**config.mk**
```make
export PLATFORM = sky130hd
export DESIGN_NAME = mist_video_select_flat
export DESIGN_NICKNAME = d
export VERILOG_FILES = /design/src/source/mist_video_pkg.sv /design/src/source/mist_pix_if.sv /design/src/source/mist_video_select.sv /design/src/flat_wrapper.sv
export VERILOG_INCLUDE_DIRS = /design/src /design/src/source
export SDC_FILE = /design/constraint.sdc
export NUM_CORES = 1
export LEC_CHECK = 0
export BUFFER_PORTS_ARGS = -buffer_cell sky130_fd_sc_hd__buf_2
export CORE_MARGIN = 2
export CORE_UTILIZATION = 30
export CTS_CLUSTER_DIAMETER = 80
export DETAILED_ROUTE_END_ITERATION = 10
export PLACE_DENSITY = 0.51
export SLEW_MARGIN = 5
export SYNTH_ARGS = -nofsm -noshare
export SYNTH_HDL_FRONTEND = slang
export SYNTH_SLANG_ARGS = --single-unit
```
**constraint.sdc**
```tcl
create_clock -name clk_sys -period 1.4 [get_ports clk_sys]
set_clock_uncertainty 0.15 [all_clocks]
set_input_delay 0.21 -clock clk_sys [delete_from_list [all_inputs] [get_ports clk_sys]]
set_output_delay 0.21 -clock clk_sys [all_outputs]
set_load 0.02 [all_outputs]
```
**src/source/mist_config.svh**
```systemverilog
// widths, download address size and OSD window for the MiST shell
// include wherever a width or OSD bound is needed
`ifndef MIST_CONFIG_SVH
`define MIST_CONFIG_SVH

// colour widths
`define MIST_CHAN_W 6
`define MIST_GAME_W 4

// ROM download address
`define MIST_ADDR_W 22

// pixel and line counters in the video selector
`define MIST_CNT_W 11

// OSD window in active pixels and lines, start inclusive, end exclusive
`define MIST_OSD_X0 4
`define MIST_OSD_X1 12
`define MIST_OSD_Y0 2
`define MIST_OSD_Y1 6

// added to the halved channel inside the window
`define MIST_OSD_TINT 6'd12

`endif

```
**src/source/mist_video_pkg.sv**
```systemverilog
// types and status bit positions shared by the video stages
// imported by the video selector, OSD channels, encoder and top
`include "mist_config.svh"

package mist_video_pkg;

   // one colour channel at output width
   typedef logic [`MIST_CHAN_W-1:0] chan_t;

   typedef enum logic {
      MODE_RGB,
      MODE_YPBPR
   } vid_mode_e;

   // positions inside status_o
   localparam int ST_SD_DISABLE = 1;
   localparam int ST_YPBPR      = 2;
   localparam int ST_OSD_EN     = 3;

endpackage

```
**src/source/mist_pix_if.sv**
```systemverilog
// one pixel with its syncs, active flag and OSD window flag
// driven by the video selector, read by the output encoder
`include "mist_config.svh"

interface mist_pix_if;

   logic [`MIST_CHAN_W-1:0] r;
   logic [`MIST_CHAN_W-1:0] g;
   logic [`MIST_CHAN_W-1:0] b;
   // syncs are active low here
   logic hs;
   logic vs;
   logic de;
   logic in_osd;

   modport src (
      output r, g, b, hs, vs, de, in_osd
   );

   modport sink (
      input r, g, b, hs, vs, de, in_osd
   );

endinterface

```
**src/source/mist_video_select.sv**
```systemverilog
// picks game or scandoubled VGA video and registers it as one pixel
// also tracks active pixel and line counts to flag the OSD window
`include "mist_config.svh"

module mist_video_select import mist_video_pkg::*; (
   input  logic                    clk_sys,
   input  logic                    rst_n_i,
   input  logic [`MIST_GAME_W-1:0] game_r_i,
   input  logic [`MIST_GAME_W-1:0] game_g_i,
   input  logic [`MIST_GAME_W-1:0] game_b_i,
   input  logic                    lhbl_i,
   input  logic                    lvbl_i,
   input  logic                    hs_i,
   input  logic                    vs_i,
   input  chan_t                   vga_r_i,
   input  chan_t                   vga_g_i,
   input  chan_t                   vga_b_i,
   input  logic                    vga_hs_i,
   input  logic                    vga_vs_i,
   input  logic                    sd_disable_i,
   mist_pix_if.src                 pix
);

   chan_t                  r_nxt;
   chan_t                  g_nxt;
   chan_t                  b_nxt;
   logic                   hs_nxt;
   logic                   vs_nxt;
   logic                   de_nxt;
   logic                   osd_nxt;
   logic [`MIST_CNT_W-1:0] x_cnt;
   logic [`MIST_CNT_W-1:0] y_cnt;

   // top bits repeated into the low end
   function automatic chan_t widen(input logic [`MIST_GAME_W-1:0] c);
      return {c, c[`MIST_GAME_W-1 -: (`MIST_CHAN_W - `MIST_GAME_W)]};
   endfunction

   // game syncs are active high, VGA ones already active low
   assign r_nxt  = sd_disable_i ? widen(game_r_i) : vga_r_i;
   assign g_nxt  = sd_disable_i ? widen(game_g_i) : vga_g_i;
   assign b_nxt  = sd_disable_i ? widen(game_b_i) : vga_b_i;
   assign hs_nxt = sd_disable_i ? ~hs_i : vga_hs_i;
   assign vs_nxt = sd_disable_i ? ~vs_i : vga_vs_i;
   assign de_nxt = lhbl_i & lvbl_i;

   assign osd_nxt = de_nxt &&
                    x_cnt >= `MIST_OSD_X0 && x_cnt < `MIST_OSD_X1 &&
                    y_cnt >= `MIST_OSD_Y0 && y_cnt < `MIST_OSD_Y1;

   always_ff @(posedge clk_sys or negedge rst_n_i) begin
      if (!rst_n_i) begin
         x_cnt      <= '0;
         y_cnt      <= '0;
         pix.r      <= '0;
         pix.g      <= '0;
         pix.b      <= '0;
         pix.hs     <= 1'b0;
         pix.vs     <= 1'b0;
         pix.de     <= 1'b0;
         pix.in_osd <= 1'b0;
      end else begin
         // x is the index of the incoming pixel within its line
         x_cnt <= de_nxt ? x_cnt + 1'b1 : '0;
         // next line on the falling edge of de, restart in vsync
         if (!vs_nxt)
            y_cnt <= '0;
         else if (pix.de && !de_nxt)
            y_cnt <= y_cnt + 1'b1;
         pix.r      <= r_nxt;
         pix.g      <= g_nxt;
         pix.b      <= b_nxt;
         pix.hs     <= hs_nxt;
         pix.vs     <= vs_nxt;
         pix.de     <= de_nxt;
         pix.in_osd <= osd_nxt;
      end
   end

endmodule

```
**src/flat_wrapper.sv**
```systemverilog
// flat-port wrapper written by rule: the top's interface ports become plain ports
module mist_video_select_flat import mist_video_pkg::*;
  (clk_sys, rst_n_i, game_r_i, game_g_i, game_b_i, lhbl_i, lvbl_i, hs_i, vs_i, vga_r_i, vga_g_i, vga_b_i, vga_hs_i, vga_vs_i, sd_disable_i, pix_r, pix_g, pix_b, pix_hs, pix_vs, pix_de, pix_in_osd);
  mist_pix_if pix_i ();
  input  logic clk_sys;
  input  logic rst_n_i;
  input  logic [`MIST_GAME_W-1:0] game_r_i;
  input  logic [`MIST_GAME_W-1:0] game_g_i;
  input  logic [`MIST_GAME_W-1:0] game_b_i;
  input  logic lhbl_i;
  input  logic lvbl_i;
  input  logic hs_i;
  input  logic vs_i;
  input  chan_t vga_r_i;
  input  chan_t vga_g_i;
  input  chan_t vga_b_i;
  input  logic vga_hs_i;
  input  logic vga_vs_i;
  input  logic sd_disable_i;
  output wire logic [$bits(pix_i.r)-1:0] pix_r;
  output wire logic [$bits(pix_i.g)-1:0] pix_g;
  output wire logic [$bits(pix_i.b)-1:0] pix_b;
  output wire logic [$bits(pix_i.hs)-1:0] pix_hs;
  output wire logic [$bits(pix_i.vs)-1:0] pix_vs;
  output wire logic [$bits(pix_i.de)-1:0] pix_de;
  output wire logic [$bits(pix_i.in_osd)-1:0] pix_in_osd;
  assign pix_r = pix_i.r;
  assign pix_g = pix_i.g;
  assign pix_b = pix_i.b;
  assign pix_hs = pix_i.hs;
  assign pix_vs = pix_i.vs;
  assign pix_de = pix_i.de;
  assign pix_in_osd = pix_i.in_osd;
  mist_video_select u_core (.clk_sys(clk_sys), .rst_n_i(rst_n_i), .game_r_i(game_r_i), .game_g_i(game_g_i), .game_b_i(game_b_i), .lhbl_i(lhbl_i), .lvbl_i(lvbl_i), .hs_i(hs_i), .vs_i(vs_i), .vga_r_i(vga_r_i), .vga_g_i(vga_g_i), .vga_b_i(vga_b_i), .vga_hs_i(vga_hs_i), .vga_vs_i(vga_vs_i), .sd_disable_i(sd_disable_i), .pix(pix_i));
endmodule
```
==> metrics.md <==
| Metric | Value |
|---|---|
| Final routed DRC violation total | 0 |
| Max Transition Viols Final | 0 |
| Max Freq | 0.6716 GHz |
| Die area | 7211 um^2 |
| Synth Area in Compound Gates | 10.45% |
| Worst stage delay on the critical path | 0.54 ns |
| CTS tree | built |
| Worst setup EP type | register |
| CTS max path bufs | 2 |
| CP Cell Sequence | nand4_1, or4_1, a21oi_2 |
| Logic pwr share | 13.7% |
| Fin crit period | 1.489 ns |
| First-pass GRT wire length | 9.087 mm |
| FP Rows | 29 |
| Post-route ant nets | 0 |
| Ant. Diodes | 0 |
| Status | finished, violations left |
| Post-synth EDFFs | 0 |
| Vias per inst | 4.733 |
| Worst relative slew slack | 75.74% |
| Dpl hpwl | 3.287 mm |
| Num CTS Buffers | 5 |
| Min-Delay Path Class | primary input to register |
| Crit path kind | register to register |
| Gate Count Post-Synth | 188 |
| Worst-Margin Slew | 0.3630 ns |
| # setup viols final | 11 |
| YS warnings | 0 |
| Mapped Avg Cell Area | 10.45 um^2 |
| Main combinational cell family by area after synthesis | simple AND/OR/NAND/NOR gates |
| Area growth syn-to-layout | 67.58% |
| Worst setup margin | -0.08891 ns |
| Sink Count | 44 |
| Antenna violations before repair | 0 |
| Starting Density | 30.94% |
| Drt first-iter violations | 80 |
| Sequential share of power | 42.9% |
| Nature of the critical path startpoint | register |
| Yosys cell types | 28 |
| Fin crit share | 106.4% |
| Static Leak | 0.001545 uW |
| I/O pins | 61 |
| Die Span X | 84.92 um |
| Internal power | 2424 uW |
| Sequential fraction of the synthesis area | 56.05% |
| XOR/XNOR Fraction of Synth Area | 2.675% |
| NumNets Final | 360 |
| Largest net degree at the start of global routing | 45 |
| Top FF cell, synth | dfrtp_1 |
| DR pass1 iterations | 6 |
| Failing checks | setup timing |
| GRT Total Usage | 15.95% |
| Clk pin slew, worst setup/hold paths | 0.09 ns |
| CP delay by family, top | simple AND/OR/NAND/NOR gates |
| PortBufs | 60 |
| Mapped Nets | 229 |
| Final Hold Vio Count | 0 |
| Vias post-DR | 1879 |
| VDD IR-drop max | 0.5016 mV |
| Multiplexer share of the synthesized area | 5.987% |
| # H-tree levels | 2 |
| Post-Synth Simple-Gate Area | 17.96% |
| Sw power | 699.5 uW |
| Total wire length | 5.340 mm |
| Synthesized flop and latch total | 44 |
| Net Sw Frac | 22.40% |
| Die Ht | 84.92 um |
| WL/cell | 13.45 um |
| Power share of the clock group | 43.5% |
| Final Wtd Congestion | 0.7684 |
| Share of layout cells above drive strength 1 | 45.94% |
| Core area | 6350 um^2 |
| CTS Root Cell | clkbuf_8 |
| Unrepaired setup endpoints after global routing | true |
| Worst Path Buf+Inv | 0 |
| Clock Latency Late Sink | 0.30 ns |
| Cell area after synthesis | 1964 um^2 |
| Vias in the first global route | 1973 |
| WP data arrival | 1.57 ns |
| Setup TNS Final | -0.5566 ns |
| Ys async rst share | 100.0% |
| Total grt overflow | 0 |
| CP Data Required Time | 1.48 ns |
| Slowest cell on crit path | or4_1 |
| MaxCap Viol Count | 0 |
| Adder-cell share of the synthesized area | 1.274% |
| Final core occ | 51.84% |
| Pwr/cell area | 948.7 nW/um^2 |
| Critical Path Fanout Max | 4 |
-- cells in the mapped netlist, types with 2 or more instances --
| cell type | instances | area (um^2) |
|---|---|---|
| mux2_2 | 6 | 67.56 |
| nor2_1 | 5 | 18.77 |
| nand3_1 | 11 | 55.05 |
| inv_1 | 17 | 63.81 |
| o31ai_1 | 8 | 60.06 |
| ha_1 | 2 | 25.02 |
| xor2_1 | 3 | 26.28 |
| a21oi_1 | 12 | 60.06 |
| nand4_1 | 4 | 25.02 |
| mux2i_1 | 5 | 50.05 |
| o21ai_0 | 15 | 75.07 |
| nand3b_1 | 4 | 30.03 |
| xnor2_1 | 3 | 26.28 |
| or4_1 | 9 | 67.56 |
| nor4_1 | 7 | 43.79 |
| nand2_1 | 17 | 63.81 |
| or3_2 | 2 | 15.01 |
| dfrtp_1 | 44 | 1101 |
| buf_6 | 2 | 22.52 |
| clkbuf_1 | 4 | 15.01 |
-- power groups by stage --
| stage | clock [uW] | combinational (uW) | sequential, uW |
|---|---|---|---|
| detailed placement | 0 | 327 | 1360 |
| floorplan | 0 | 91.4 | 1430 |
| CTS | 1390 | 413 | 1340 |
| global placement | 0 | 326 | 1360 |
| global route | 1440 | 469 | 1340 |
| finish | 1360 | 427 | 1340 |
-- final timing paths --
kind	start	end	slack, ns	depth (start not counted)
min	vga_g_i[5]	u_core.pix.g[5]$_DFF_PN0_	0.02	3
min in group asynchronous	rst_n_i	u_core.pix.b[2]$_DFF_PN0_	0.27	3
min reg2reg	u_core.y_cnt[7]$_DFFE_PN0P_	u_core.pix.in_osd$_DFF_PN0_	0.43	2
max in group asynchronous	rst_n_i	u_core.x_cnt[6]$_DFF_PN0_	0.60	3
max	u_core.y_cnt[3]$_DFFE_PN0P_	u_core.y_cnt[6]$_DFFE_PN0P_	-0.09	3
max reg2reg	u_core.y_cnt[3]$_DFFE_PN0P_	u_core.y_cnt[6]$_DFFE_PN0P_	-0.09	3
-- layer usage --
layer | global-route usage [%] | part of all wire [%] | up-vias
met1 | 19.85 | 43 | 882
met4 | 4.762 | 1.2 | 0
met3 | 7.198 | 9.7 | 4
met2 | 25.05 | 46 | 71
li1 | - | - | 922
met5 | 0 | 0 | -
-- worst register-to-register path, delay by kind of cell (launching register included) --
| family | cells | cell delay (ns) |
|---|---|---|
| and+or+nand+nor | 2 | 0.74 |
| DFF | 1 | 0.41 |
| AOI/OAI and AO/OA | 1 | 0.13 |
-- cell families (layout without fill, tap and decap cells) --
family	Yosys count	after routing
xor+xnor	6	6
simple gates	64	64
compound gates	36	36
buf+inv	25	157
fa+ha+maj	2	2
flops	44	44
mux	11	11
-- layout by cell type (no fill, tap or decap), drive strengths merged --
cell and instances:
or2 1, mux2 6, nor3 1, bufinv 3
mux2i 5, clkbuf 5, xnor2 3, o21ai 15
nand4 4, and3 1, nand3b 4, nand2 17
ha 2, nor4 7, a21oi 12, or3 3
nor2 5, nand3 12, o31ai 8, dlygate4sd3 32
dfrtp 44, a21bo 1, inv 18, buf 99
xor2 3, or4 9
-- flip-flops by register name, summed over array words and instances, names as in the netlist --
register / flops
u_core.pix.g: 6
u_core.pix.de: 1
u_core.pix.r: 6
u_core.pix.b: 6
u_core.pix.vs: 1
u_core.x_cnt: 11
u_core.y_cnt: 11
u_core.pix.in_osd: 1
u_core.pix.hs: 1
-- final cells by class --
class                      instances  area (um^2)
clock buffer                       5        68.82
clock inverter                     3        90.09
fill                             547         3058
inverter                          18        67.56
multi-input combinational        119        923.4
sequential                        44         1106
tap                               77        96.34
timing repair buffer             131        939.7
-- timing repair --
| action | in CTS | in global routing |
|---|---|---|
| endpoints found under the setup margin | 15 | 18 |
| resized for setup | 22 | 16 |
| hold buffers | 32 | 0 |
| pin swaps | 10 | 8 |
| setup buffers | 7 | 2 |
| endpoints found under the hold margin | 63 | 0 |
-- through the flow --
step | setup slack, ns | hold slack, ns | cells | power [uW] | area (um^2)
after global routing | -0.1856 | 0.04034 | 397 | 3256 | 3292
final | -0.08891 | 0.02031 | 397 | 3123 | 3292
after CTS | -0.06338 | 0.006788 | 396 | 3145 | 3203
after floorplan | -0.1702 | -0.2356 | 188 | 1520 | 1978
after global placement | -0.1174 | 0.05802 | 349 | 1689 | 2577
after detailed placement | -0.1639 | 0.06057 | 349 | 1692 | 2577
Power figures use the tool's default switching activity.
