===== src/source/mist_config.svh =====
// widths, download address size and OSD window for the MiST shell
// include wherever a width or OSD bound is needed
`ifndef MIST_CONFIG_SVH
`define MIST_CONFIG_SVH

// colour widths
`define MIST_CHAN_W 6
`define MIST_GAME_W 4

// ROM download address
`define MIST_ADDR_W 22

// pixel and line counters in the video selector
`define MIST_CNT_W 11

// OSD window in active pixels and lines, start inclusive, end exclusive
`define MIST_OSD_X0 4
`define MIST_OSD_X1 12
`define MIST_OSD_Y0 2
`define MIST_OSD_Y1 6

// added to the halved channel inside the window
`define MIST_OSD_TINT 6'd12

`endif


===== src/source/mist_video_pkg.sv =====
// types and status bit positions shared by the video stages
// imported by the video selector, OSD channels, encoder and top
`include "mist_config.svh"

package mist_video_pkg;

   // one colour channel at output width
   typedef logic [`MIST_CHAN_W-1:0] chan_t;

   typedef enum logic {
      MODE_RGB,
      MODE_YPBPR
   } vid_mode_e;

   // positions inside status_o
   localparam int ST_SD_DISABLE = 1;
   localparam int ST_YPBPR      = 2;
   localparam int ST_OSD_EN     = 3;

endpackage


===== src/source/mist_osd_chan.sv =====
// one colour channel of the OSD overlay, one register stage
// inside the window the channel is dimmed to half and tinted
`include "mist_config.svh"

module mist_osd_chan import mist_video_pkg::*; (
   input  logic  clk_sys,
   input  logic  rst_n_i,
   input  chan_t chan_i,
   input  logic  in_osd_i,
   input  logic  osd_en_i,
   output chan_t chan_o
);

   // one extra bit catches the carry of the tint
   logic [`MIST_CHAN_W:0] blend;

   assign blend = {2'b00, chan_i[`MIST_CHAN_W-1:1]} + `MIST_OSD_TINT;

   always_ff @(posedge clk_sys or negedge rst_n_i) begin
      if (!rst_n_i) begin
         chan_o <= '0;
      end else if (in_osd_i && osd_en_i) begin
         // saturate at full scale
         chan_o <= blend[`MIST_CHAN_W] ? '1 : blend[`MIST_CHAN_W-1:0];
      end else begin
         chan_o <= chan_i;
      end
   end

endmodule


===== config.mk =====
export PLATFORM = sky130hd
export DESIGN_NAME = mist_osd_chan
export DESIGN_NICKNAME = d
export VERILOG_FILES = /design/src/source/mist_video_pkg.sv /design/src/source/mist_osd_chan.sv
export VERILOG_INCLUDE_DIRS = /design/src /design/src/source
export SDC_FILE = /design/constraint.sdc
export NUM_CORES = 1
export LEC_CHECK = 0
export BUFFER_PORTS_ARGS = -buffer_cell sky130_fd_sc_hd__buf_2
export CORE_AREA = 4 4 41 43
export CTS_BUF_LIST = sky130_fd_sc_hd__clkbuf_8
export DETAILED_ROUTE_END_ITERATION = 8
export DIE_AREA = 0 0 45 47
export GPL_ROUTABILITY_DRIVEN = 0
export SLEW_MARGIN = 20
export SYNTH_ARGS = -nofsm -noshare
export SYNTH_HDL_FRONTEND = slang
export SYNTH_SLANG_ARGS = --single-unit
export TNS_END_PERCENT = 1

===== constraint.sdc =====
create_clock -name clk_sys -period 0.85 [get_ports clk_sys]
set_clock_uncertainty 0.15 [all_clocks]
set_input_delay 0.17 -clock clk_sys [delete_from_list [all_inputs] [get_ports clk_sys]]
set_output_delay 0.17 -clock clk_sys [all_outputs]
set_load 0.05 [all_outputs]

==> results.md, run 1 <==
* Worst slew margin at 90.6%
* Seq/Total Area, Yosys at 58.0%
* Initial Util at 19.9%
* Num Clock Sinks at 6
* Placed cell area at 377 sq um
* DR vias at 205
* Net Count, Synth at 28
* GR Util met3 at 5.75%
* Post-Synthesis Cells at 17
* Outcome: finished with violations
* Top delay family on crit path: flip-flops
* Die footprint at 2120 sq um
* Initial antenna violation count at 0
* RSZ-0062 raised after global routing: yes
* Share of cells above drive strength 1 at 65.0%
* Post-synth top area cell: dfrtp_1
* CTS root buf: clkbuf_8
* Crit path cell chain: buf_6
* CP startpoint kind: flop
* Util after Layout at 36.1%
* PwrDens at 2070 nW/um^2
* Yosys reg bits at 6
* Final wirelength at 545 microns
* # DRC at 0
* FMAX at 0.929 GHz
* Port Buffers at 15
* Biggest regs: chan_o (6)
* Tightest Hold Check Type: primary input to flop
* Required @ worst endpoint at 0.53 ns
* Cell variety after synth at 8
* EDFF count, synth at 0
* Most common cell in the netlist: dfrtp_1
* DIE HEIGHT at 47 microns
* Tmin final at 1.08 ns
* Final net count at 52
* Hold EP: chan_o[0]
* Total GRT Usage at 7.14%
* Max Root-Sink Buffers at 2
* Num ports at 16
* Main synth FF type: dfrtp_1
* Remaining Overflow, GRT at 0
* Setup ws final at -0.226 ns
* Max-cap violations at 0
* WL/cell at 9.91 microns
* CTS tree: done
* Fin crit share at 127%
* Synth area leaders: dfrtp_1 58%, mux2_4 17%, mux2i_1 7.7%
* DP HPWL at 474 microns
* Syn Area/Cell at 15.2 sq um
* Most flop-heavy register: chan_o
* Core ar. at 1300 sq um
* Slew Limit Fails at 0
* Vias/cell at 3.73
* Largest net degree at the start of global routing at 7
* Die width at 45 microns
* Crit path buf inv count at 1
* Hold Path Origin: chan_i[0]
* Worst vdd ir at 0.000466 V
* Final setup viols at 6
* Top cells by count, synth: 6 x dfrtp_1, 3 x mux2_4, 2 x inv_1, 2 x mux2i_1
* Crit path kind: flop to output port
* Slowest stage delay, CP at 0.38 ns
* Area Growth Syn to Fin at 81.2%
* Min-Delay Path Depth at 2
* Pleak at 0.257 nW
* Post-route ant nets at 0
* Fraction of registers with async set or reset after synthesis at 100%
* Cell row count at 13
* Slowest CP cell: dfrtp_2
* Yosys top cell area share at 58.0%
* Diode count at 0
* DRT iter0 DRCs at 1
* Worst Path Arrival at 0.76 ns
* Failing checks: negative setup slack
* Met1 usage at 7.37%
* Synthesized area at 259 sq um
* TritonRoute pass-1 iters at 2
* Yosys Warn Count at 0
* Grt peak-use layer: met2
* Worst-margin pin slew at 0.137 ns
* Crit path max fanout at 1
* Grt met2 use at 8.76%
* H-tree level count at 1
* Crit end category: output port
* First-pass GRT wire length at 945 microns
* Clock-pin slew on the worst setup and hold paths at 0.04 ns
* Max reg flops at 6
* Design Area, Final at 469 sq um
* Fin. Hold Viols at 0
* Vias in the first global route at 238
* Total CTS buffers at 3
report_power, final:
group / total (mW) / internal [mW] / switching (mW)
clock: 0.429 / 0.310 / 0.119
combinational: 0.222 / 0.0979 / 0.124
sequential: 0.320 / 0.310 / 0.0100
total: 0.972 / 0.718 / 0.254
what timing repair did:
item | CTS | global route
buffers inserted | 0 | 0
hold buffers | 1 | 0
endpoints found under the hold margin | 6 | 0
gates resized for setup | 12 | 0
endpoints found under the setup margin | 6 | 6
per-stage QoR:
step	setup TNS, ns	std cells	setup slack (ns)	hold WS [ns]	power (mW)
after floorplan	-0.383	17	-0.0559	-0.276	0.444
after global placement	-0.865	50	-0.139	-0.155	0.511
after detailed placement	-0.947	50	-0.153	-0.150	0.514
after CTS	-1.31	55	-0.233	0.0385	0.994
after global routing	-1.41	55	-0.251	0.0421	1.03
final	-1.25	55	-0.226	0.0422	0.972
cell usage in the layout (no fill, tap or decap):
master / count
buf_2: 9
dfrtp_2: 1
xor2_1: 1
mux2i_1: 2
buf_4: 3
buf_6: 6
clkbuf_8: 3
nand2_2: 1
inv_1: 3
dfrtp_1: 5
o31a_1: 1
mux2_4: 3
dlygate4sd3_1: 1
ha_1: 1
metal layers:
metal  vias to the layer above  routed length (microns)
met1                        86                      212
met4                         0                        0
met5                         -                        0
met3                         0                      113
met2                        16                      219
li1                        103                        -
cells by family (layout without fill, tap and decap cells):
logic type,count (synthesis),after routing,synth area share [%]
fa+ha+maj,1,1,4.83
compound gates,1,1,3.38
simple gates,1,1,2.42
mux,5,5,25.1
buf+inv,2,25,2.90
xor+xnor,1,1,3.38
flops,6,6,58.0
final cells by class:
| cell class | instances | area, sq um |
|---|---|---|
| clock buffers | 3 | 41.3 |
| clock inverters | 1 | 3.75 |
| fillers | 148 | 832 |
| inverters | 2 | 7.51 |
| multi-input cells | 9 | 101 |
| flip-flops and latches | 6 | 151 |
| well taps | 15 | 18.8 |
| repair buffers | 19 | 145 |
worst max-delay path by stage:
| stage | cells past startpoint | slack, ns | endpoint | from |
|---|---|---|---|---|
| final | 1 | -0.23 | chan_o[0] | chan_o[0] |
| after global routing | 1 | -0.25 | chan_o[0] | chan_o[0] |
| after CTS | 1 | -0.23 | chan_o[0] | chan_o[0] |
| after detailed placement | 5 | -0.15 | chan_o[4] | chan_i[4] |
| after global placement | 3 | -0.14 | chan_o[0] | in_osd_i |
| after floorplan | 0 | -0.06 | chan_o[1] | chan_o[1] |
No activity file was read; power rests on OpenSTA's default activity.
==> run 2: changes to the inputs <==
--- a/config.mk
+++ b/config.mk
@@ -6,6 +6,7 @@
 export SDC_FILE = /design/constraint.sdc
 export NUM_CORES = 1
 export LEC_CHECK = 0
+export ABC_AREA = 1
 export BUFFER_PORTS_ARGS = -buffer_cell sky130_fd_sc_hd__buf_2
 export CORE_AREA = 4 4 41 43
 export CTS_BUF_LIST = sky130_fd_sc_hd__clkbuf_8
==> results.md, run 2 <==
* Yosys Warn Count at 0 (unchanged)
* Worst vdd ir at 0.000509 V (+9.3%)
* Diode count at 0 (unchanged)
* Seq/Total Area, Yosys at 57.7% (-0.28 points)
* Final cell count without fillers at 66 (+20%)
* CTS root buf: clkbuf_8
* Share of cells above drive strength 1 at 45.1% (-20 points)
* Total CTS buffers at 3 (unchanged)
* Main synth FF type: dfrtp_1
* # DRC at 0 (unchanged)
* Crit path kind: flop to output port
* Most common cell after layout, fill and taps aside: buf_2
* Synth Area in Compound Gates at 9.62% (+6.2 points)
* Final wirelength at 520 microns (-4.6%)
* Max Root-Sink Buffers at 2 (unchanged)
* Total GRT Usage at 5.58% (-1.6 points)
* Main combinational cell family by area after synthesis: simple AND/OR/NAND/NOR gates
* Crit end category: output port
* Tmin final at 1.07 ns (-0.00141 ns)
* Cell row count at 13 (unchanged)
* Net Count, Synth at 40 (+43%)
* Largest net degree at the start of global routing at 10 (+3)
* Worst-margin pin slew at 0.172 ns (+0.0347 ns)
* Power consumption at 0.959 mW (-1.3%)
* Slowest stage delay, CP at 0.38 ns (about the same)
* Top sig layer: met4
* DP HPWL at 452 microns (-4.5%)
* Crit path cell chain: buf_6
* PwrDens at 2070 nW/um^2 (about the same)
* Area Growth Syn to Fin at 77.9%
* FMAX at 0.930 GHz (+0.13%)
* Met3 WL at 56 microns (-50%)
* Design Area, Final at 463 sq um (-1.3%)
* WL/cell at 7.88 microns (-20%)
* Post-synthesis simple-gate area fraction at 19.2% (+17 points)
* Most common cell in the netlist: nand2_1
* Biggest regs: chan_o (6)
* DR vias at 241 (+18%)
* Max reg flops at 6 (unchanged)
* Die footprint at 2120 sq um (unchanged)
* Post-route ant nets at 0 (unchanged)
* Setup Fix Bufs, Post-CTS at 0 (unchanged)
* Clock-pin slew on the worst setup and hold paths at 0.04 ns (about the same)
* Initial Util at 20.0% (+0.096 points)
* Tightest Hold Check Type: primary input to flop
* DRT iter0 DRCs at 2 (+1)
* DP Cell Count at 61 (+22%)
* TritonRoute pass-1 iters at 2 (unchanged)
* Final net count at 63 (+21%)
* Fin. Hold Viols at 0 (unchanged)
* CP startpoint kind: flop
* Post-synthesis xor/xnor area fraction at 0% (-3.4 points)
* Synthesized area at 260 sq um (+0.48%)
* Failing checks: negative setup slack
* Yosys reg bits at 6 (unchanged)
* Fraction of registers with async set or reset after synthesis at 100% (unchanged)
* Vias/cell at 3.65 (-2.0%)
* Slew Limit Fails at 0 (unchanged)
* Cell variety after synth at 11 (+3)
* Fin crit share at 126% (-0.17 points)
* Proportion of synthesized area in mux cells at 0% (-25 points)
* EDFF count, synth at 0 (unchanged)
* Yosys top cell area share at 57.7% (-0.28 points)
* Core ar. at 1300 sq um (unchanged)
* Placed cell area at 370 sq um (-1.7%)
* Setup ws final at -0.225 ns (+0.00141 ns)
* Adder-Cell Fraction of Synth Area at 4.81% (-0.023 points)
* Crit path max fanout at 1 (unchanged)
* Outcome: finished with violations
* Post-synth top area cell: dfrtp_1
* Syn Area/Cell at 8.97 sq um (-41%)
* Worst slew margin at 88.4% (-2.2 points)
* Remaining Overflow, GRT at 0 (unchanged)
* First-pass GRT wire length at 731 microns (-23%)
* Num ports at 16 (unchanged)
* Most flop-heavy register: chan_o
* Slowest CP cell: dfrtp_2
* Top cells by count, synth: 8 x nand2_1, 6 x dfrtp_1, 5 x inv_1
* Num Clock Sinks at 6 (unchanged)
* Post-Synthesis Cells at 29 (+12)
* Max-cap violations at 0 (unchanged)
* Die width at 45 microns (unchanged)
* RSZ-0062 raised after global routing: yes
* Initial antenna violation count at 0 (unchanged)
* DIE HEIGHT at 47 microns (unchanged)
* Crit path buf inv count at 1 (unchanged)
* CTS tree: done
* Port Buffers at 15 (unchanged)
* Wire length on met2 at 233 microns (+6.4%)
* Top delay family on crit path: flip-flops
* Most frequent cells in the layout: 9 x buf_2, 8 x nand2_1, 6 x inv_1, 6 x buf_6, 5 x dfrtp_1
* H-tree level count at 1 (unchanged)
* Required @ worst endpoint at 0.53 ns (about the same)
* Final setup viols at 6 (unchanged)
* Vias in the first global route at 210 (-12%)
* Synth area leaders: dfrtp_1 58%, nand2_1 12%, inv_1 7.2%
* Pleak at 0.260 nW (+1.4%)
* Worst Path Arrival at 0.75 ns (about the same)
* WL met1 at 210 microns (-0.94%)
[run 2: area by class of cell]
cell class,instances,area (sq um)
clock buffer,3,41.3
clock inverter,1,3.75
fill,155,838
inverter,6,22.5
multi-input combinational,17,87.6
sequential,6,151
tap,15,18.8
timing repair buffer,18,138
[run 2: what timing repair did]
item,in CTS,in global routing
hold buffers,1,0
resized for setup,12,0
setup endpoints to repair,6,6
hold endpoints to repair,6,0
[run 2: path summary, 6_finish.rpt]
path,startpoint,to,slack [ns],cells after the start
setup / recovery,chan_o[0],chan_o[0],-0.22,1
hold / removal,chan_i[0],chan_o[0],0.01,3
max in group asynchronous,rst_n_i,chan_o[0],0.26,2
min in group asynchronous,rst_n_i,chan_o[1],0.14,2
[run 2: logic make-up after synthesis]
| logic type | count (synthesis) |
|---|---|
| adder cells (fa/ha/maj) | 1 |
| flip-flops | 6 |
| AND/OR/NAND/NOR | 11 |
| AO/OA/AOI/OAI | 5 |
| buffers and inverters | 6 |
[run 2: where the power goes]
part / switching [mW] / total, mW / internal, mW / leakage, nW
clock: 0.116 / 0.426 / 0.310 / 0.0269
combinational: 0.131 / 0.213 / 0.0822 / 0.163
sequential: 0.00976 / 0.320 / 0.310 / 0.0702
total: 0.257 / 0.959 / 0.702 / 0.260
[run 2: metrics by stage]
step / setup TNS (ns) / hold slack, ns / setup slack [ns] / utilization (%)
2_1_floorplan: -0.280 / -0.276 / -0.0559 / -
3_3_place_gp: -0.357 / -0.155 / -0.115 / 28.5
3_5_place_dp: -0.423 / -0.156 / -0.151 / 28.5
4_1_cts: -1.30 / 0.00638 / -0.234 / 35.6
5_1_grt: -1.34 / 0.0428 / -0.237 / 35.6
6_report: -1.24 / 0.00952 / -0.225 / 35.6
[run 2: routing by layer]
layer  vias up  GRT usage [%]
li1        131              -
met1        96           5.36
met2        12           7.34
met3         2              0
met4         0           12.3
met5         -              0
==> run 3: changes to the inputs <==
--- a/config.mk
+++ b/config.mk
@@ -7,6 +7,7 @@
 export NUM_CORES = 1
 export LEC_CHECK = 0
 export ABC_AREA = 1
+export ABC_CLOCK_PERIOD_IN_PS = 900
 export BUFFER_PORTS_ARGS = -buffer_cell sky130_fd_sc_hd__buf_2
 export CORE_AREA = 4 4 41 43
 export CTS_BUF_LIST = sky130_fd_sc_hd__clkbuf_8
==> constraint.sdc (replaced) <==
create_clock -name clk_sys -period 0.9 [get_ports clk_sys]
set_clock_uncertainty 0.15 [all_clocks]
set_input_delay 0.18 -clock clk_sys [delete_from_list [all_inputs] [get_ports clk_sys]]
set_output_delay 0.18 -clock clk_sys [all_outputs]
set_load 0.05 [all_outputs]
==> results.md, run 3 (synthesis results as in run 2) <==
* # DRC at 0 (unchanged)
* WP depth at 1 (unchanged)
* Tightest Hold Check Type: primary input to flop
* Fill cells at 143 (-7.7%)
* Cell row count at 13 (unchanged)
* WL/cell at 8.06 microns (+2.3%)
* Worst-margin pin slew at 0.183 ns (+0.0111 ns)
* Largest net degree at the start of global routing at 10 (unchanged)
* CTS tree: done
* Power consumption at 0.907 mW (-5.4%)
* DIE HEIGHT at 47 microns (unchanged)
* Max reg flops at 6 (unchanged)
* Worst vdd ir at 0.000471 V (-7.4%)
* Crit end category: output port
* Crit path buf inv count at 1 (unchanged)
* Slowest CP cell: dfrtp_2
* Slew Limit Fails at 0 (unchanged)
* Num Clock Sinks at 6 (unchanged)
* Vias/cell at 3.71 (+1.7%)
* Biggest regs: chan_o (6)
* Setup ws final at -0.187 ns (+0.0382 ns)
* Setup Fix Bufs, Post-CTS at 0 (unchanged)
* DRT iter0 DRCs at 3 (+1)
* Setup WS pre-CTS at -0.112 ns (+0.0389 ns)
* Remaining Overflow, GRT at 0 (unchanged)
* Area Growth Syn to Fin at 77.9% (unchanged)
* Area of the multi-input gates at 87.6 sq um (unchanged)
* DP HPWL at 446 microns (-1.3%)
* Most common cell after layout, fill and taps aside: buf_2
* Crit path kind: flop to output port
* RSZ-0062 raised after global routing: yes
* Initial antenna violation count at 0 (unchanged)
* Most flop-heavy register: chan_o
* Die footprint at 2120 sq um (unchanged)
* Tmin final at 1.09 ns
* FMAX at 0.920 GHz
* Min-Delay Path Depth at 3 (unchanged)
* Fin crit share at 121%
* Final net count at 63 (unchanged)
* Pleak at 0.260 nW (unchanged)
* Initial Util at 20.0% (unchanged)
* Final wirelength at 532 microns (+2.3%)
* Util after Layout at 35.6% (unchanged)
* DR vias at 245 (+1.7%)
* Crit path max fanout at 1 (unchanged)
* Crit path cell chain: buf_6
* Share of cells above drive strength 1 at 45.1% (unchanged)
* Port Buffers at 15 (unchanged)
* H-tree level count at 1 (unchanged)
* Fin. Hold Viols at 0 (unchanged)
* CP startpoint kind: flop
* Worst slew margin at 87.7% (-0.75 points)
* Max-cap violations at 0 (unchanged)
* Vias in the first global route at 216 (+2.9%)
* Worst Path Arrival at 0.76 ns (about the same)
* CP startpoint: chan_o[0]
* Diode count at 0 (unchanged)
* Most frequent cells in the layout: 9 x buf_2, 8 x nand2_1, 6 x inv_1, 6 x buf_6, 5 x dfrtp_1
* Die width at 45 microns (unchanged)
* TritonRoute pass-1 iters at 4 (+2)
* Final setup viols at 6 (unchanged)
* Total CTS buffers at 3 (unchanged)
* Hold Path Origin: chan_i[0]
* FF/Latch Area at 151 sq um (unchanged)
* Worst hold slack at 0.0159 ns (+0.00635 ns)
* Slowest stage delay, CP at 0.39 ns (about the same)
* Post-route ant nets at 0 (unchanged)
* Failing checks: negative setup slack
* Max Root-Sink Buffers at 2 (unchanged)
* Core ar. at 1300 sq um (unchanged)
* Total GRT Usage at 5.65% (+0.075 points)
* First-pass GRT wire length at 745 microns (+1.9%)
* Outcome: finished with violations
* CTS root buf: clkbuf_8
* Required @ worst endpoint at 0.57 ns (+0.04 ns)
* Clock-pin slew on the worst setup and hold paths at 0.04 ns (about the same)
* Num ports at 16 (unchanged)
* PwrDens at 1960 nW/um^2 (-5.4%)
* Top delay family on crit path: flip-flops
-- run 3: worst paths after layout --
| kind | end | slack (ns) |
|---|---|---|
| hold / removal | chan_o[0] | 0.02 |
| max in group asynchronous | chan_o[0] | 0.29 |
| min in group asynchronous | chan_o[2] | 0.16 |
| setup / recovery | chan_o[0] | -0.19 |
-- run 3: per-layer routing --
layer | GRT usage (%) | share of wire (%)
met5 | 0 | 0
met4 | 12.3 | 3.6
met3 | 0 | 11
met2 | 7.63 | 45
met1 | 5.35 | 40
-- run 3: through the flow --
stage          instance area [sq um]  cells  TNS (ns)
6_report                         463     66    -0.994
3_3_place_gp                     370     61    -0.124
5_1_grt                          463     66     -1.11
4_1_cts                          463     66     -1.05
2_1_floorplan                    262     29   -0.0797
3_5_place_dp                     370     61    -0.200
-- run 3: timing repair --
action / 4_1_cts / 5_1_grt
endpoints found under the setup margin: 6 / 6
hold buffers: 1 / 0
hold endpoints to repair: 6 / 0
gates resized for setup: 12 / 0
-- run 3: layout make-up --
type | instances | share of cell area, %
timing repair buffer | 18 | 29.7
sequential | 6 | 32.7
clock inverter | 1 | 0.811
inverter | 6 | 4.86
clock buffer | 3 | 8.92
tap | 15 | 4.05
multi-input combinational | 17 | 18.9
-- run 3: report_power, final --
group	internal (mW)	total (mW)	switching, mW
Clock	0.292	0.403	0.111
Combinational	0.0777	0.202	0.124
Sequential	0.293	0.302	0.00894
Total	0.663	0.907	0.244
