<file path="src/source/mist_config.svh">
// widths, download address size and OSD window for the MiST shell
// include wherever a width or OSD bound is needed
`ifndef MIST_CONFIG_SVH
`define MIST_CONFIG_SVH

// colour widths
`define MIST_CHAN_W 6
`define MIST_GAME_W 4

// ROM download address
`define MIST_ADDR_W 22

// pixel and line counters in the video selector
`define MIST_CNT_W 11

// OSD window in active pixels and lines, start inclusive, end exclusive
`define MIST_OSD_X0 4
`define MIST_OSD_X1 12
`define MIST_OSD_Y0 2
`define MIST_OSD_Y1 6

// added to the halved channel inside the window
`define MIST_OSD_TINT 6'd12

`endif

</file>
<file path="src/source/mist_spi_pkg.sv">
// command opcodes and receiver states of the SPI command port
// imported by the SPI slave only
package mist_spi_pkg;

   // first byte of every frame
   typedef enum logic [7:0] {
      // 4 payload bytes, LSB first
      CMD_JOY0     = 8'h02,
      CMD_JOY1     = 8'h03,
      CMD_STATUS   = 8'h1e,
      // no payload
      CMD_DL_START = 8'h53,
      CMD_DL_END   = 8'h55,
      // any number of ROM bytes follow
      CMD_DL_DATA  = 8'h54
   } spi_cmd_e;

   typedef enum logic [1:0] {
      IDLE,
      OPCODE,
      PAYLOAD,
      SKIP
   } spi_state_e;

endpackage

</file>
<file path="src/source/mist_spi_io.sv">
// SPI slave for the I/O controller, oversampled on clk_sys
// decodes frames into status, joystick words and ROM download bytes
`include "mist_config.svh"

module mist_spi_io import mist_spi_pkg::*; (
   input  logic                    clk_sys,
   input  logic                    rst_n_i,
   input  logic                    spi_sck_i,
   input  logic                    spi_ss_n_i,
   input  logic                    spi_di_i,
   output logic                    spi_do_o,
   output logic [31:0]             status_o,
   output logic [31:0]             joystick1_o,
   output logic [31:0]             joystick2_o,
   output logic [`MIST_ADDR_W-1:0] ioctl_addr_o,
   output logic [7:0]              ioctl_data_o,
   output logic                    ioctl_valid_o,
   input  logic                    ioctl_ready_i,
   output logic                    downloading_o,
   output logic                    ioctl_ovf_o
);

   logic [2:0]  sck_q;
   logic [1:0]  ss_q;
   logic [1:0]  di_q;
   logic        frame_on;
   logic        bit_rise;
   logic        byte_done;
   logic        load_dl;
   logic [2:0]  bit_cnt;
   logic [1:0]  byte_cnt;
   logic [7:0]  rx_sh;
   logic [7:0]  tx_sh;
   logic [7:0]  byte_new;
   logic [23:0] word_sh;
   logic [31:0] word_new;
   spi_state_e  state;
   spi_cmd_e    cmd;

   // pins through two flops, sck gets a third for edge detection
   assign frame_on  = ~ss_q[1];
   assign bit_rise  = frame_on & sck_q[1] & ~sck_q[2];
   assign byte_done = bit_rise & (bit_cnt == 3'd7);
   assign byte_new  = {rx_sh[6:0], di_q[1]};
   assign word_new  = {byte_new, word_sh};
   assign spi_do_o  = tx_sh[7];

   // a byte still waiting for ready means the new one is lost
   assign load_dl = byte_done && state == PAYLOAD && cmd == CMD_DL_DATA &&
                    !(ioctl_valid_o && !ioctl_ready_i);

   always_ff @(posedge clk_sys or negedge rst_n_i) begin
      if (!rst_n_i) begin
         sck_q         <= '0;
         ss_q          <= '1;
         di_q          <= '0;
         state         <= IDLE;
         cmd           <= CMD_STATUS;
         bit_cnt       <= '0;
         byte_cnt      <= '0;
         tx_sh         <= '0;
         status_o      <= '0;
         joystick1_o   <= '0;
         joystick2_o   <= '0;
         ioctl_addr_o  <= '0;
         ioctl_valid_o <= 1'b0;
         downloading_o <= 1'b0;
         ioctl_ovf_o   <= 1'b0;
      end else begin
         sck_q <= {sck_q[1:0], spi_sck_i};
         ss_q  <= {ss_q[0], spi_ss_n_i};
         di_q  <= {di_q[0], spi_di_i};

         if (ioctl_valid_o && ioctl_ready_i) begin
            ioctl_valid_o <= 1'b0;
            ioctl_addr_o  <= ioctl_addr_o + 1'b1;
         end

         if (!frame_on) begin
            state   <= IDLE;
            bit_cnt <= '0;
         end else begin
            if (state == IDLE)
               state <= OPCODE;
            if (bit_rise) begin
               bit_cnt <= bit_cnt + 1'b1;
               tx_sh   <= {tx_sh[6:0], 1'b0};
            end
            if (byte_done) begin
               // echo of the byte just received
               tx_sh <= byte_new;
               case (state)
                  OPCODE: begin
                     cmd      <= spi_cmd_e'(byte_new);
                     byte_cnt <= '0;
                     case (spi_cmd_e'(byte_new))
                        CMD_STATUS, CMD_JOY0, CMD_JOY1, CMD_DL_DATA:
                           state <= PAYLOAD;
                        CMD_DL_START: begin
                           ioctl_addr_o  <= '0;
                           downloading_o <= 1'b1;
                           ioctl_ovf_o   <= 1'b0;
                           state         <= SKIP;
                        end
                        CMD_DL_END: begin
                           downloading_o <= 1'b0;
                           state         <= SKIP;
                        end
                        default: state <= SKIP;
                     endcase
                  end
                  PAYLOAD: begin
                     if (cmd == CMD_DL_DATA) begin
                        if (load_dl)
                           ioctl_valid_o <= 1'b1;
                        else
                           ioctl_ovf_o <= 1'b1;
                     end else if (byte_cnt == 2'd3) begin
                        // joystick 0 from the controller feeds joystick2_o
                        case (cmd)
                           CMD_STATUS: status_o    <= word_new;
                           CMD_JOY0:   joystick2_o <= word_new;
                           default:    joystick1_o <= word_new;
                        endcase
                        state <= SKIP;
                     end else begin
                        byte_cnt <= byte_cnt + 1'b1;
                     end
                  end
                  default: ;
               endcase
            end
         end
      end
   end

   // shift and payload data
   always_ff @(posedge clk_sys) begin
      if (bit_rise)
         rx_sh <= byte_new;
      if (byte_done)
         word_sh <= word_new[31:8];
      if (load_dl)
         ioctl_data_o <= byte_new;
   end

endmodule

</file>
<file path="config.mk">
export PLATFORM = sky130hd
export DESIGN_NAME = mist_spi_io
export DESIGN_NICKNAME = d
export VERILOG_FILES = /design/src/source/mist_spi_pkg.sv /design/src/source/mist_spi_io.sv
export VERILOG_INCLUDE_DIRS = /design/src /design/src/source
export SDC_FILE = /design/constraint.sdc
export NUM_CORES = 1
export LEC_CHECK = 0
export ABC_AREA = 1
export BUFFER_PORTS_ARGS = -buffer_cell sky130_fd_sc_hd__buf_2
export CELL_PAD_IN_SITES_DETAIL_PLACEMENT = 1
export CELL_PAD_IN_SITES_GLOBAL_PLACEMENT = 1
export CORE_MARGIN = 8
export CORE_UTILIZATION = 46
export DETAILED_ROUTE_END_ITERATION = 8
export PLACE_DENSITY = 0.82
export SYNTH_ARGS = -nofsm -noshare
export SYNTH_HDL_FRONTEND = slang
export SYNTH_SLANG_ARGS = --single-unit
</file>
<file path="constraint.sdc">
create_clock -name clk_sys -period 4 [get_ports clk_sys]
set_input_delay 0.2 -clock clk_sys [delete_from_list [all_inputs] [get_ports clk_sys]]
set_output_delay 0.2 -clock clk_sys [all_outputs]
set_load 0.02 [all_outputs]
</file>
==> results.cfg, run 1 <==
[routing]
firstDrtPassIters = 4
vias_per_cell = 5.16
wl_per_cell_um = 18.7
final_antenna_net_count = 0
totalWireLength_um = 21200
dr.first_iter.drc_count = 361
route.detailed.drc = 0
vias = 5831

[synthesis]
synth_area_leaders = dfrtp_1, edfxtp_1, nand2_1
yosys.area.top_type = dfrtp_1
synth.distinct_cells = 38
syn_area_um2 = 7790
netlist_instances = 761
syn_nets = 776
yosys_warnings = 0
async_reset_ff_share_pct = 79.5
ys_ff_latch = 190
netlist.area_leader.share_pct = 46.6
ys_seq_area_share_pct = 63.6
yosys_most_used_dff = dfrtp_1
synth_edf_count = 39
syn_avg_cell_area_um2 = 10.2

[placement]
place_ws_ps = 1030
hpwlAfterDp_um = 14900
gp_congestion = 0.799
io_buffers = 135

[global_routing]
grt_max_degree = 102
grt_pass1_wl_um = 34800
grt_pass1_vias = 6238
gr-total-overflow = 0
antenna_found_initial = 0
grtUsageTotal_pct = 20.4

[power]
powerDensity_nw_per_um2 = 407
power_leakage_nw = 4.81
max-vdd-ir-drop_mv = 0.294

[critical_path]
start_kind = register
crit_buf_inv = 1
worst_ep_arrival_time_ps = 3330
cp.required_ps = 4370
end_kind = register
crit_chain = ha_1 > ha_1 > inv_2 > nor2_8 > nand2_4 > nor2_4 > nand2_1 > nand2_1
path_delay_family = simple AND/OR/NAND/NOR gates
cpMaxStageDelayCell = nor2_4
crit_type = reg2reg
slowest_delay_ps = 640
cp_max_fo = 33

[timing]
setup_slack_ps = 1040
tightest_slew_ps = 914
period_needed_ps = 2960
finalHoldViolCount = 0
skew_ps = 15.3
relSlewSlack_pct = 39.1
setup_violations = 0
clock.fmax_mhz = 337
tns_ps = 0
period_share_pct = 74.1
drv_slew = 0
rsz0062_at_grt = false

[clock_tree]
clk_path_buf_depth = 2
cts_hold_buf = 4
clock_sinks = 190
clk_root_buffer_cell = clkbuf_16
cts_setup_buffers = 0
cts_tree = built
cts-buffers-inserted = 17
cts_resized = 0
htreeDepth = 4
clkSlewWorstSetupHoldPaths_ps = 70
clock_latency_ps = 440

[finish]
diodes = 0
nets = 912
areaGrowthSynthToFinish_pct = 17.8
drive_above_1_share_pct = 24.4

[floorplanning]
fp.dieArea_um2 = 21400
die_x_um = 146
core-area_um2 = 16600
io_pins = 136
initial_core_util_pct = 47.0
die_height_um = 146
rows = 47

[run_status]
status = completed

[min_path]
hold_path_class = in2reg

[flow_run]
drv_cap = 0
[metal layers]
layer,share of wire [%],global-route usage (%),routed length (µm),up-vias
met4,2.3,7.68,491,0
met5,0,0,0,-
li1,-,-,-,2739
met1,41,23.2,8680,2919
met2,52,36.2,11000,140
met3,4.6,5.04,972,33
[power by group]
part           internal, mW  switching, mW  leakage [nW]  total, mW
clock network         0.880          0.786         0.288       1.67
logic                0.0176         0.0572          2.11     0.0749
registers              1.98         0.0129          2.41       2.00
total                  2.88          0.856          4.81       3.74
[stage by stage]
stage	cell area (µm²)	utilization, %	hold WS (ps)	instances	total power [mW]
floorplan	7790	-	-95.6	761	2.06
global placement	8560	51.6	306	1094	2.11
detailed placement	8560	51.6	309	1094	2.11
CTS	9180	55.3	56.3	1130	3.77
global route	9180	55.3	119	1130	3.85
finish	9180	55.3	61.2	1130	3.74
[cells by family (layout without fill, tap and decap cells)]
logic type	Yosys count	in the layout	share of synthesized area [%]
compound gates	141	141	10.4
simple gates	313	313	17.2
xor+xnor	8	8	0.900
fa+ha+maj	9	9	1.45
flops	190	190	63.6
buf+inv	99	248	6.26
mux	1	1	0.129
[worst reg2reg max path, cell delays in order (launching register included)]
cell     delay, ps
dfrtp_1        370
ha_1           160
ha_1           440
inv_2          130
nor2_8         520
nand2_4        350
nor2_4         650
nand2_1        170
nand2_1        120
[registers in the layout, summed over array words and instances, names as in the netlist]
register	cells
downloading_o	1
tx_sh	8
byte_cnt	2
state	2
cmd	8
ioctl_ovf_o	1
joystick1_o	32
ss_q	2
di_q	2
ioctl_addr_o	22
ioctl_data_o	8
sck_q	3
rx_sh	7
status_o	32
ioctl_valid_o	1
joystick2_o	32
word_sh	24
bit_cnt	3
[cell usage after synthesis, types with 2 or more instances]
cell type / n
inv_1: 67
nand2_2: 2
edfxtp_1: 39
buf_4: 2
nand3_2: 2
nand2_4: 2
dfrtp_1: 145
a21oi_1: 8
o21ai_0: 65
o21ai_1: 39
inv_2: 5
o21ai_2: 25
nand3_1: 21
clkbuf_2: 3
xnor2_1: 3
ha_1: 9
dfstp_2: 6
nand4_1: 5
buf_6: 13
nor3_1: 9
nor2_1: 53
clkbuf_1: 3
buf_2: 5
xor2_1: 5
nand2_1: 210
and2_1: 2
nand4_4: 2
[final timing paths]
kind,from,to,slack (ps),depth (start not counted)
max in group asynchronous,rst_n_i,cmd[2],2530,3
worst max register to register,bit_cnt[0],joystick1_o[9],1040,8
worst max-delay path,bit_cnt[0],joystick1_o[9],1040,8
worst min register to register,sck_q[0],sck_q[1],350,0
worst min-delay path,ioctl_ready_i,ioctl_valid_o,60,4
min in group asynchronous,rst_n_i,joystick1_o[20],460,2
[area by class of cell]
cell class,instances,area (µm²)
fill,1903,7410
sequential,190,4960
multi-input combinational,472,2340
timing repair buffer,143,752
clock buffer,17,425
inverter,73,275
tap,220,275
clock inverter,15,149
[cells in the final DEF (no fill, tap or decap), types with 3 or more instances in the layout]
| cell type | n |
|---|---|
| a21oi_1 | 8 |
| buf_2 | 134 |
| buf_4 | 4 |
| clkbuf_16 | 17 |
| clkinv_4 | 4 |
| dfrtp_1 | 145 |
| dfstp_2 | 6 |
| dlygate4sd3_1 | 4 |
| edfxtp_1 | 39 |
| ha_1 | 9 |
| inv_1 | 67 |
| inv_2 | 5 |
| inv_6 | 5 |
| nand2_1 | 210 |
| nand3_1 | 21 |
| nand4_1 | 5 |
| nor2_1 | 53 |
| nor3_1 | 9 |
| o21ai_0 | 65 |
| o21ai_1 | 39 |
| o21ai_2 | 25 |
| xnor2_1 | 3 |
| xor2_1 | 5 |
No activity file was read; power rests on OpenSTA's default activity.
==> inputs of run 2 (changes only) <==
--- a/config.mk
+++ b/config.mk
@@ -6,14 +6,14 @@
 export SDC_FILE = /design/constraint.sdc
 export NUM_CORES = 1
 export LEC_CHECK = 0
-export ABC_AREA = 1
+export ABC_AREA = 0
 export BUFFER_PORTS_ARGS = -buffer_cell sky130_fd_sc_hd__buf_2
 export CELL_PAD_IN_SITES_DETAIL_PLACEMENT = 1
 export CELL_PAD_IN_SITES_GLOBAL_PLACEMENT = 1
 export CORE_MARGIN = 8
-export CORE_UTILIZATION = 46
+export CORE_UTILIZATION = 45
 export DETAILED_ROUTE_END_ITERATION = 8
-export PLACE_DENSITY = 0.82
+export PLACE_DENSITY = 0.76
 export SYNTH_ARGS = -nofsm -noshare
 export SYNTH_HDL_FRONTEND = slang
 export SYNTH_SLANG_ARGS = --single-unit
==> constraint.sdc (replaced) <==
create_clock -name clk_sys -period 2.9 [get_ports clk_sys]
set_input_delay 0.145 -clock clk_sys [delete_from_list [all_inputs] [get_ports clk_sys]]
set_output_delay 0.145 -clock clk_sys [all_outputs]
set_load 0.02 [all_outputs]
==> results.cfg, run 2 <==
[critical_path]
worst_ep_arrival_time_ps = 2660
reg2regPathDepth = 6
crit_type = reg2reg
rr_startpoint = cmd[1]
cp_max_fo = 32
r2r_slack_ps = 560
end_kind = register
rr_endpoint = joystick1_o[5]
start_kind = register
cp.required_ps = 3220

[synthesis]
synth_edf_count = 39
netlist_instances = 504
async_reset_ff_share_pct = 79.5
syn_avg_cell_area_um2 = 14.9
ys_ff_latch = 190
synth_common_cells = dfrtp_1, mux2_2, nor2_1
syn_area_um2 = 7490
yosysMostFrequentCell = dfrtp_1
yosys_most_used_dff = dfrtp_1
netlist.area_leader.share_pct = 48.5
yosys.area.top_type = dfrtp_1
yosys_warnings = 0
syn_nets = 519
synth_area_leaders = dfrtp_1, edfxtp_1, mux2_2
synth.distinct_cells = 47
ys_seq_area_share_pct = 66.2

[routing]
wl_per_cell_um = 19.8
vias = 4600
firstDrtPassIters = 4
final_antenna_net_count = 0
vias_per_cell = 5.16
totalWireLength_um = 17600
route.detailed.drc = 0
dr.first_iter.drc_count = 142

[timing]
period_needed_ps = 2340
drv_slew = 0
tightest_slew_ps = 736
setup_violations = 0
relSlewSlack_pct = 50.2
period_share_pct = 80.8
rsz0062_at_grt = false
clock.fmax_mhz = 427
finalHoldViolCount = 0
skew_ps = 11.4
tns_ps = 0

[placement]
placedCellCount = 854
hpwlAfterDp_um = 12100
io_buffers = 135
gp_congestion = 0.795

[clock_tree]
clk_path_buf_depth = 2
cts_tree = built
clock_sinks = 190
clock_latency_ps = 440
clkSlewWorstSetupHoldPaths_ps = 70
htreeDepth = 4
cts-buffers-inserted = 17
clk_root_buffer_cell = clkbuf_16

[run_status]
status = completed

[power]
powerDensity_nw_per_um2 = 569
max-vdd-ir-drop_mv = 0.412
sw_frac_of_total_pct = 23.1
internal-power_mw = 3.96
power_mw = 5.15
p_seq_share_pct = 54.2
power.share.clock_pct = 43.0
combinationalPowerShare_pct = 2.8
power_leakage_nw = 4.62
p_switching_mw = 1.19

[global_routing]
grtUsageTotal_pct = 17.6
grt_pass1_vias = 5296
grt_pass1_wl_um = 29300
grt_max_degree = 79
gr-total-overflow = 0
antenna_found_initial = 0

[floorplanning]
rows = 47
fp.dieArea_um2 = 21000
die_height_um = 145
io_pins = 136
core-area_um2 = 16400
initial_core_util_pct = 45.6
die_x_um = 145

[finish]
final_cells = 891
most-common-layout-cells = dfrtp_1, buf_2, mux2_2
diodes = 0
nets = 673
layout_commonest_cell = dfrtp_1
areaGrowthSynthToFinish_pct = 20.9
drive_above_1_share_pct = 44.6
reg_top3 = joystick1_o: 32 flops, joystick2_o: 32 flops, status_o: 32 flops

[min_path]
hold_path_class = in2async

[flow_run]
drv_cap = 0
## run 2: changes by cell type after synthesis, sizes merged, moves of 10 or more
cell / change
inv: -63
mux2: +103
nand2: -194
nand3: -13
o21ai: -122
xor2: +10
## run 2: layout make-up
class | count | area [µm²]
inverter | 10 | 38.8
clock buffer | 18 | 439
clock inverter | 14 | 129
multi-input combinational | 284 | 2360
sequential | 190 | 4960
tap | 220 | 275
fill | 1656 | 7350
timing repair buffer | 155 | 857
## run 2: cell families after synthesis
kind of cell / after synthesis / synth area share (%)
xor+xnor: 22 / 2.57
fa+ha+maj: 9 / 1.50
buf+inv: 30 / 2.34
compound gates: 27 / 2.29
simple gates: 113 / 8.27
flops: 190 / 66.2
mux: 113 / 16.8
## run 2: what timing repair did
action | in CTS | in global routing
endpoints found under the hold margin | 81 | 0
resized for setup | 0 | 0
buffers inserted | 0 | 0
hold buffers | 5 | 0
## run 2: per-layer routing
metal | vias to the layer above | routed length (µm) | GRT usage (%)
met5 | - | 0 | 0
met4 | 0 | 223 | 5.68
met3 | 18 | 863 | 5.38
met2 | 96 | 9160 | 30.8
met1 | 2403 | 7370 | 20.2
li1 | 2083 | - | -
## run 2: power groups by stage
stage	combinational [mW]	sequential, mW	clock, mW
after global routing	0.167	2.79	2.37
after floorplan	0.0566	2.84	0
final	0.146	2.79	2.21
after global placement	0.136	2.84	0
after detailed placement	0.144	2.84	0
after CTS	0.152	2.79	2.27
## run 2: metrics by stage
stage	setup slack (ps)	utilization, %	hold WS (ps)	cell area, µm²
after floorplan	646	-	-151	7490
after global placement	651	51.4	229	8430
after detailed placement	562	51.4	235	8430
after CTS	540	55.2	329	9050
after global routing	402	55.2	338	9050
final	556	55.2	334	9050
## run 2: worst max-delay path, stage by stage (launching register included)
cell	delay, ps
dfstp_2	540
nor4b_2	340
nand2_1	190
o21a_1	170
o211ai_4	150
buf_4	420
mux2_2	400
## run 2: worst max path at each step
stage,start,endpoint,slack (ps),cells past startpoint
5_1_grt,bit_cnt[0],ioctl_ovf_o,400,10
6_report,cmd[1],joystick1_o[5],560,6
3_5_place_dp,cmd[1],joystick1_o[5],560,6
3_3_place_gp,bit_cnt[0],ioctl_data_o[7],650,9
4_1_cts,cmd[1],joystick1_o[5],540,6
2_1_floorplan,bit_cnt[0],cmd[0],650,8
==> inputs of run 3 (changes only) <==
==> constraint.sdc (replaced) <==
create_clock -name clk_sys -period 2.18 [get_ports clk_sys]
set_input_delay 0.109 -clock clk_sys [delete_from_list [all_inputs] [get_ports clk_sys]]
set_output_delay 0.109 -clock clk_sys [all_outputs]
set_load 0.02 [all_outputs]
==> results.cfg, run 3 (synthesized netlist as in run 2, its figures left out) <==
[floorplanning]
rows = 47
die_height_um = 145
initial_core_util_pct = 45.6
io_pins = 136
fp.dieArea_um2 = 21000
core-area_um2 = 16400
die_x_um = 145

[finish]
reg_top3 = joystick1_o: 32 flops, joystick2_o: 32 flops, status_o: 32 flops
layout_commonest_cell = dfrtp_1
areaGrowthSynthToFinish_pct = 24.0
most-common-layout-cells = dfrtp_1, buf_2, mux2_2
drive_above_1_share_pct = 45.7
diodes = 0
nets = 685
final_cells = 903

[power]
combinationalPowerShare_pct = 2.9
max-vdd-ir-drop_mv = 0.535
sw_frac_of_total_pct = 21.0
internal-power_mw = 5.67
powerDensity_nw_per_um2 = 774
power.share.clock_pct = 45.5
power_mw = 7.18
p_switching_mw = 1.51
power_leakage_nw = 4.74
p_seq_share_pct = 51.6

[critical_path]
rr_startpoint = cmd[1]
crit_chain = nor4b_4 > nand2_2 > nor4_4 > buf_8 > mux2_2
end_kind = register
crit_type = reg2reg
cpMaxStageDelayCell = dfstp_2
cp_max_fo = 16
cp.required_ps = 2490
start_kind = register
slowest_delay_ps = 540
worst_ep_arrival_time_ps = 2450
setup.worst_path.start = cmd[1]

[global_routing]
grtUsageTotal_pct = 18.2
antenna_found_initial = 0
grt_max_degree = 51
gr-total-overflow = 0
grt_pass1_wl_um = 30600
grt_pass1_vias = 5360

[timing]
tns_ps = 0
finalHoldViolCount = 0
tightest_slew_ps = 623
clock.fmax_mhz = 468
setup_violations = 0
relSlewSlack_pct = 57.9
period_share_pct = 98.1
period_needed_ps = 2140
drv_slew = 0
skew_ps = 10.3

[clock_tree]
htreeDepth = 4
cts_setup_buffers = 0
clock_sinks = 190
clkSlewWorstSetupHoldPaths_ps = 60
clock_latency_ps = 430
cts-buffers-inserted = 17
clk_root_buffer_cell = clkbuf_16
clk_path_buf_depth = 2
cts_tree = built

[routing]
met3_length_um = 906
vias_per_cell = 5.21
route.detailed.drc = 0
totalWireLength_um = 19100
wl_per_cell_um = 21.1
vias = 4709
final_antenna_net_count = 0
firstDrtPassIters = 4
dr.first_iter.drc_count = 172
met2_length_um = 9960
highest_layer = met4
drt-met1-wl_um = 7950

[run_status]
status = completed

[min_path]
hold_path_class = in2async

[placement]
placedCellCount = 864
io_buffers = 135
gp_congestion = 0.784
hpwlAfterDp_um = 13100

[flow_run]
drv_cap = 0
[run 3: power by group through the flow]
stage / registers, mW / clock network (mW) / logic, mW
after detailed placement: 3.78 / 0 / 0.207
after floorplan: 3.78 / 0 / 0.0752
after global placement: 3.77 / 0 / 0.195
after global routing: 3.71 / 3.45 / 0.241
after CTS: 3.71 / 3.33 / 0.218
final: 3.71 / 3.27 / 0.210
[run 3: layout make-up]
| cell class | count | area [µm²] |
|---|---|---|
| sequential | 190 | 4960 |
| multi-input combinational | 284 | 2370 |
| inverter | 10 | 42.5 |
| timing repair buffer | 167 | 1000 |
| clock inverter | 10 | 116 |
| tap | 220 | 275 |
| clock buffer | 22 | 518 |
| fill | 1634 | 7120 |
[run 3: path summary, 6_finish.rpt]
kind	to	slack (ps)	cells past startpoint
worst max-delay path	status_o[13]	40	5
max in group asynchronous	ss_q[1]	1230	3
worst max register to register	status_o[13]	40	5
worst min-delay path	joystick2_o[10]	200	2
worst min register to register	di_q[1]	350	0
min in group clk_sys	sck_q[0]	320	2
[run 3: what timing repair did]
item	CTS	global route
gates resized for setup	0	6
hold buffers	5	0
endpoints found under the setup margin	0	64
endpoints found under the hold margin	51	0
[run 3: layer usage]
layer | track usage [%] | up-vias
li1 | - | 2111
met2 | 31.9 | 105
met3 | 5.07 | 16
met4 | 5.52 | 0
met5 | 0 | -
met1 | 21.4 | 2477
[run 3: worst max-delay path: cells and delay by family (launching register included)]
family,cells,cell delay (ps)
flip-flops,1,540
multiplexers,1,360
buffers and inverters,1,270
AND/OR/NAND/NOR,3,850
[run 3: per-stage QoR]
step	util [%]	setup WS, ps	cell area, µm²	hold slack (ps)
2_1_floorplan	-	34.2	7490	-187
3_3_place_gp	52.1	155	8550	82.3
3_5_place_dp	52.1	81.1	8550	89.0
4_1_cts	56.3	64.6	9240	211
5_1_grt	56.6	-61.1	9280	252
6_report	56.6	42.0	9280	203
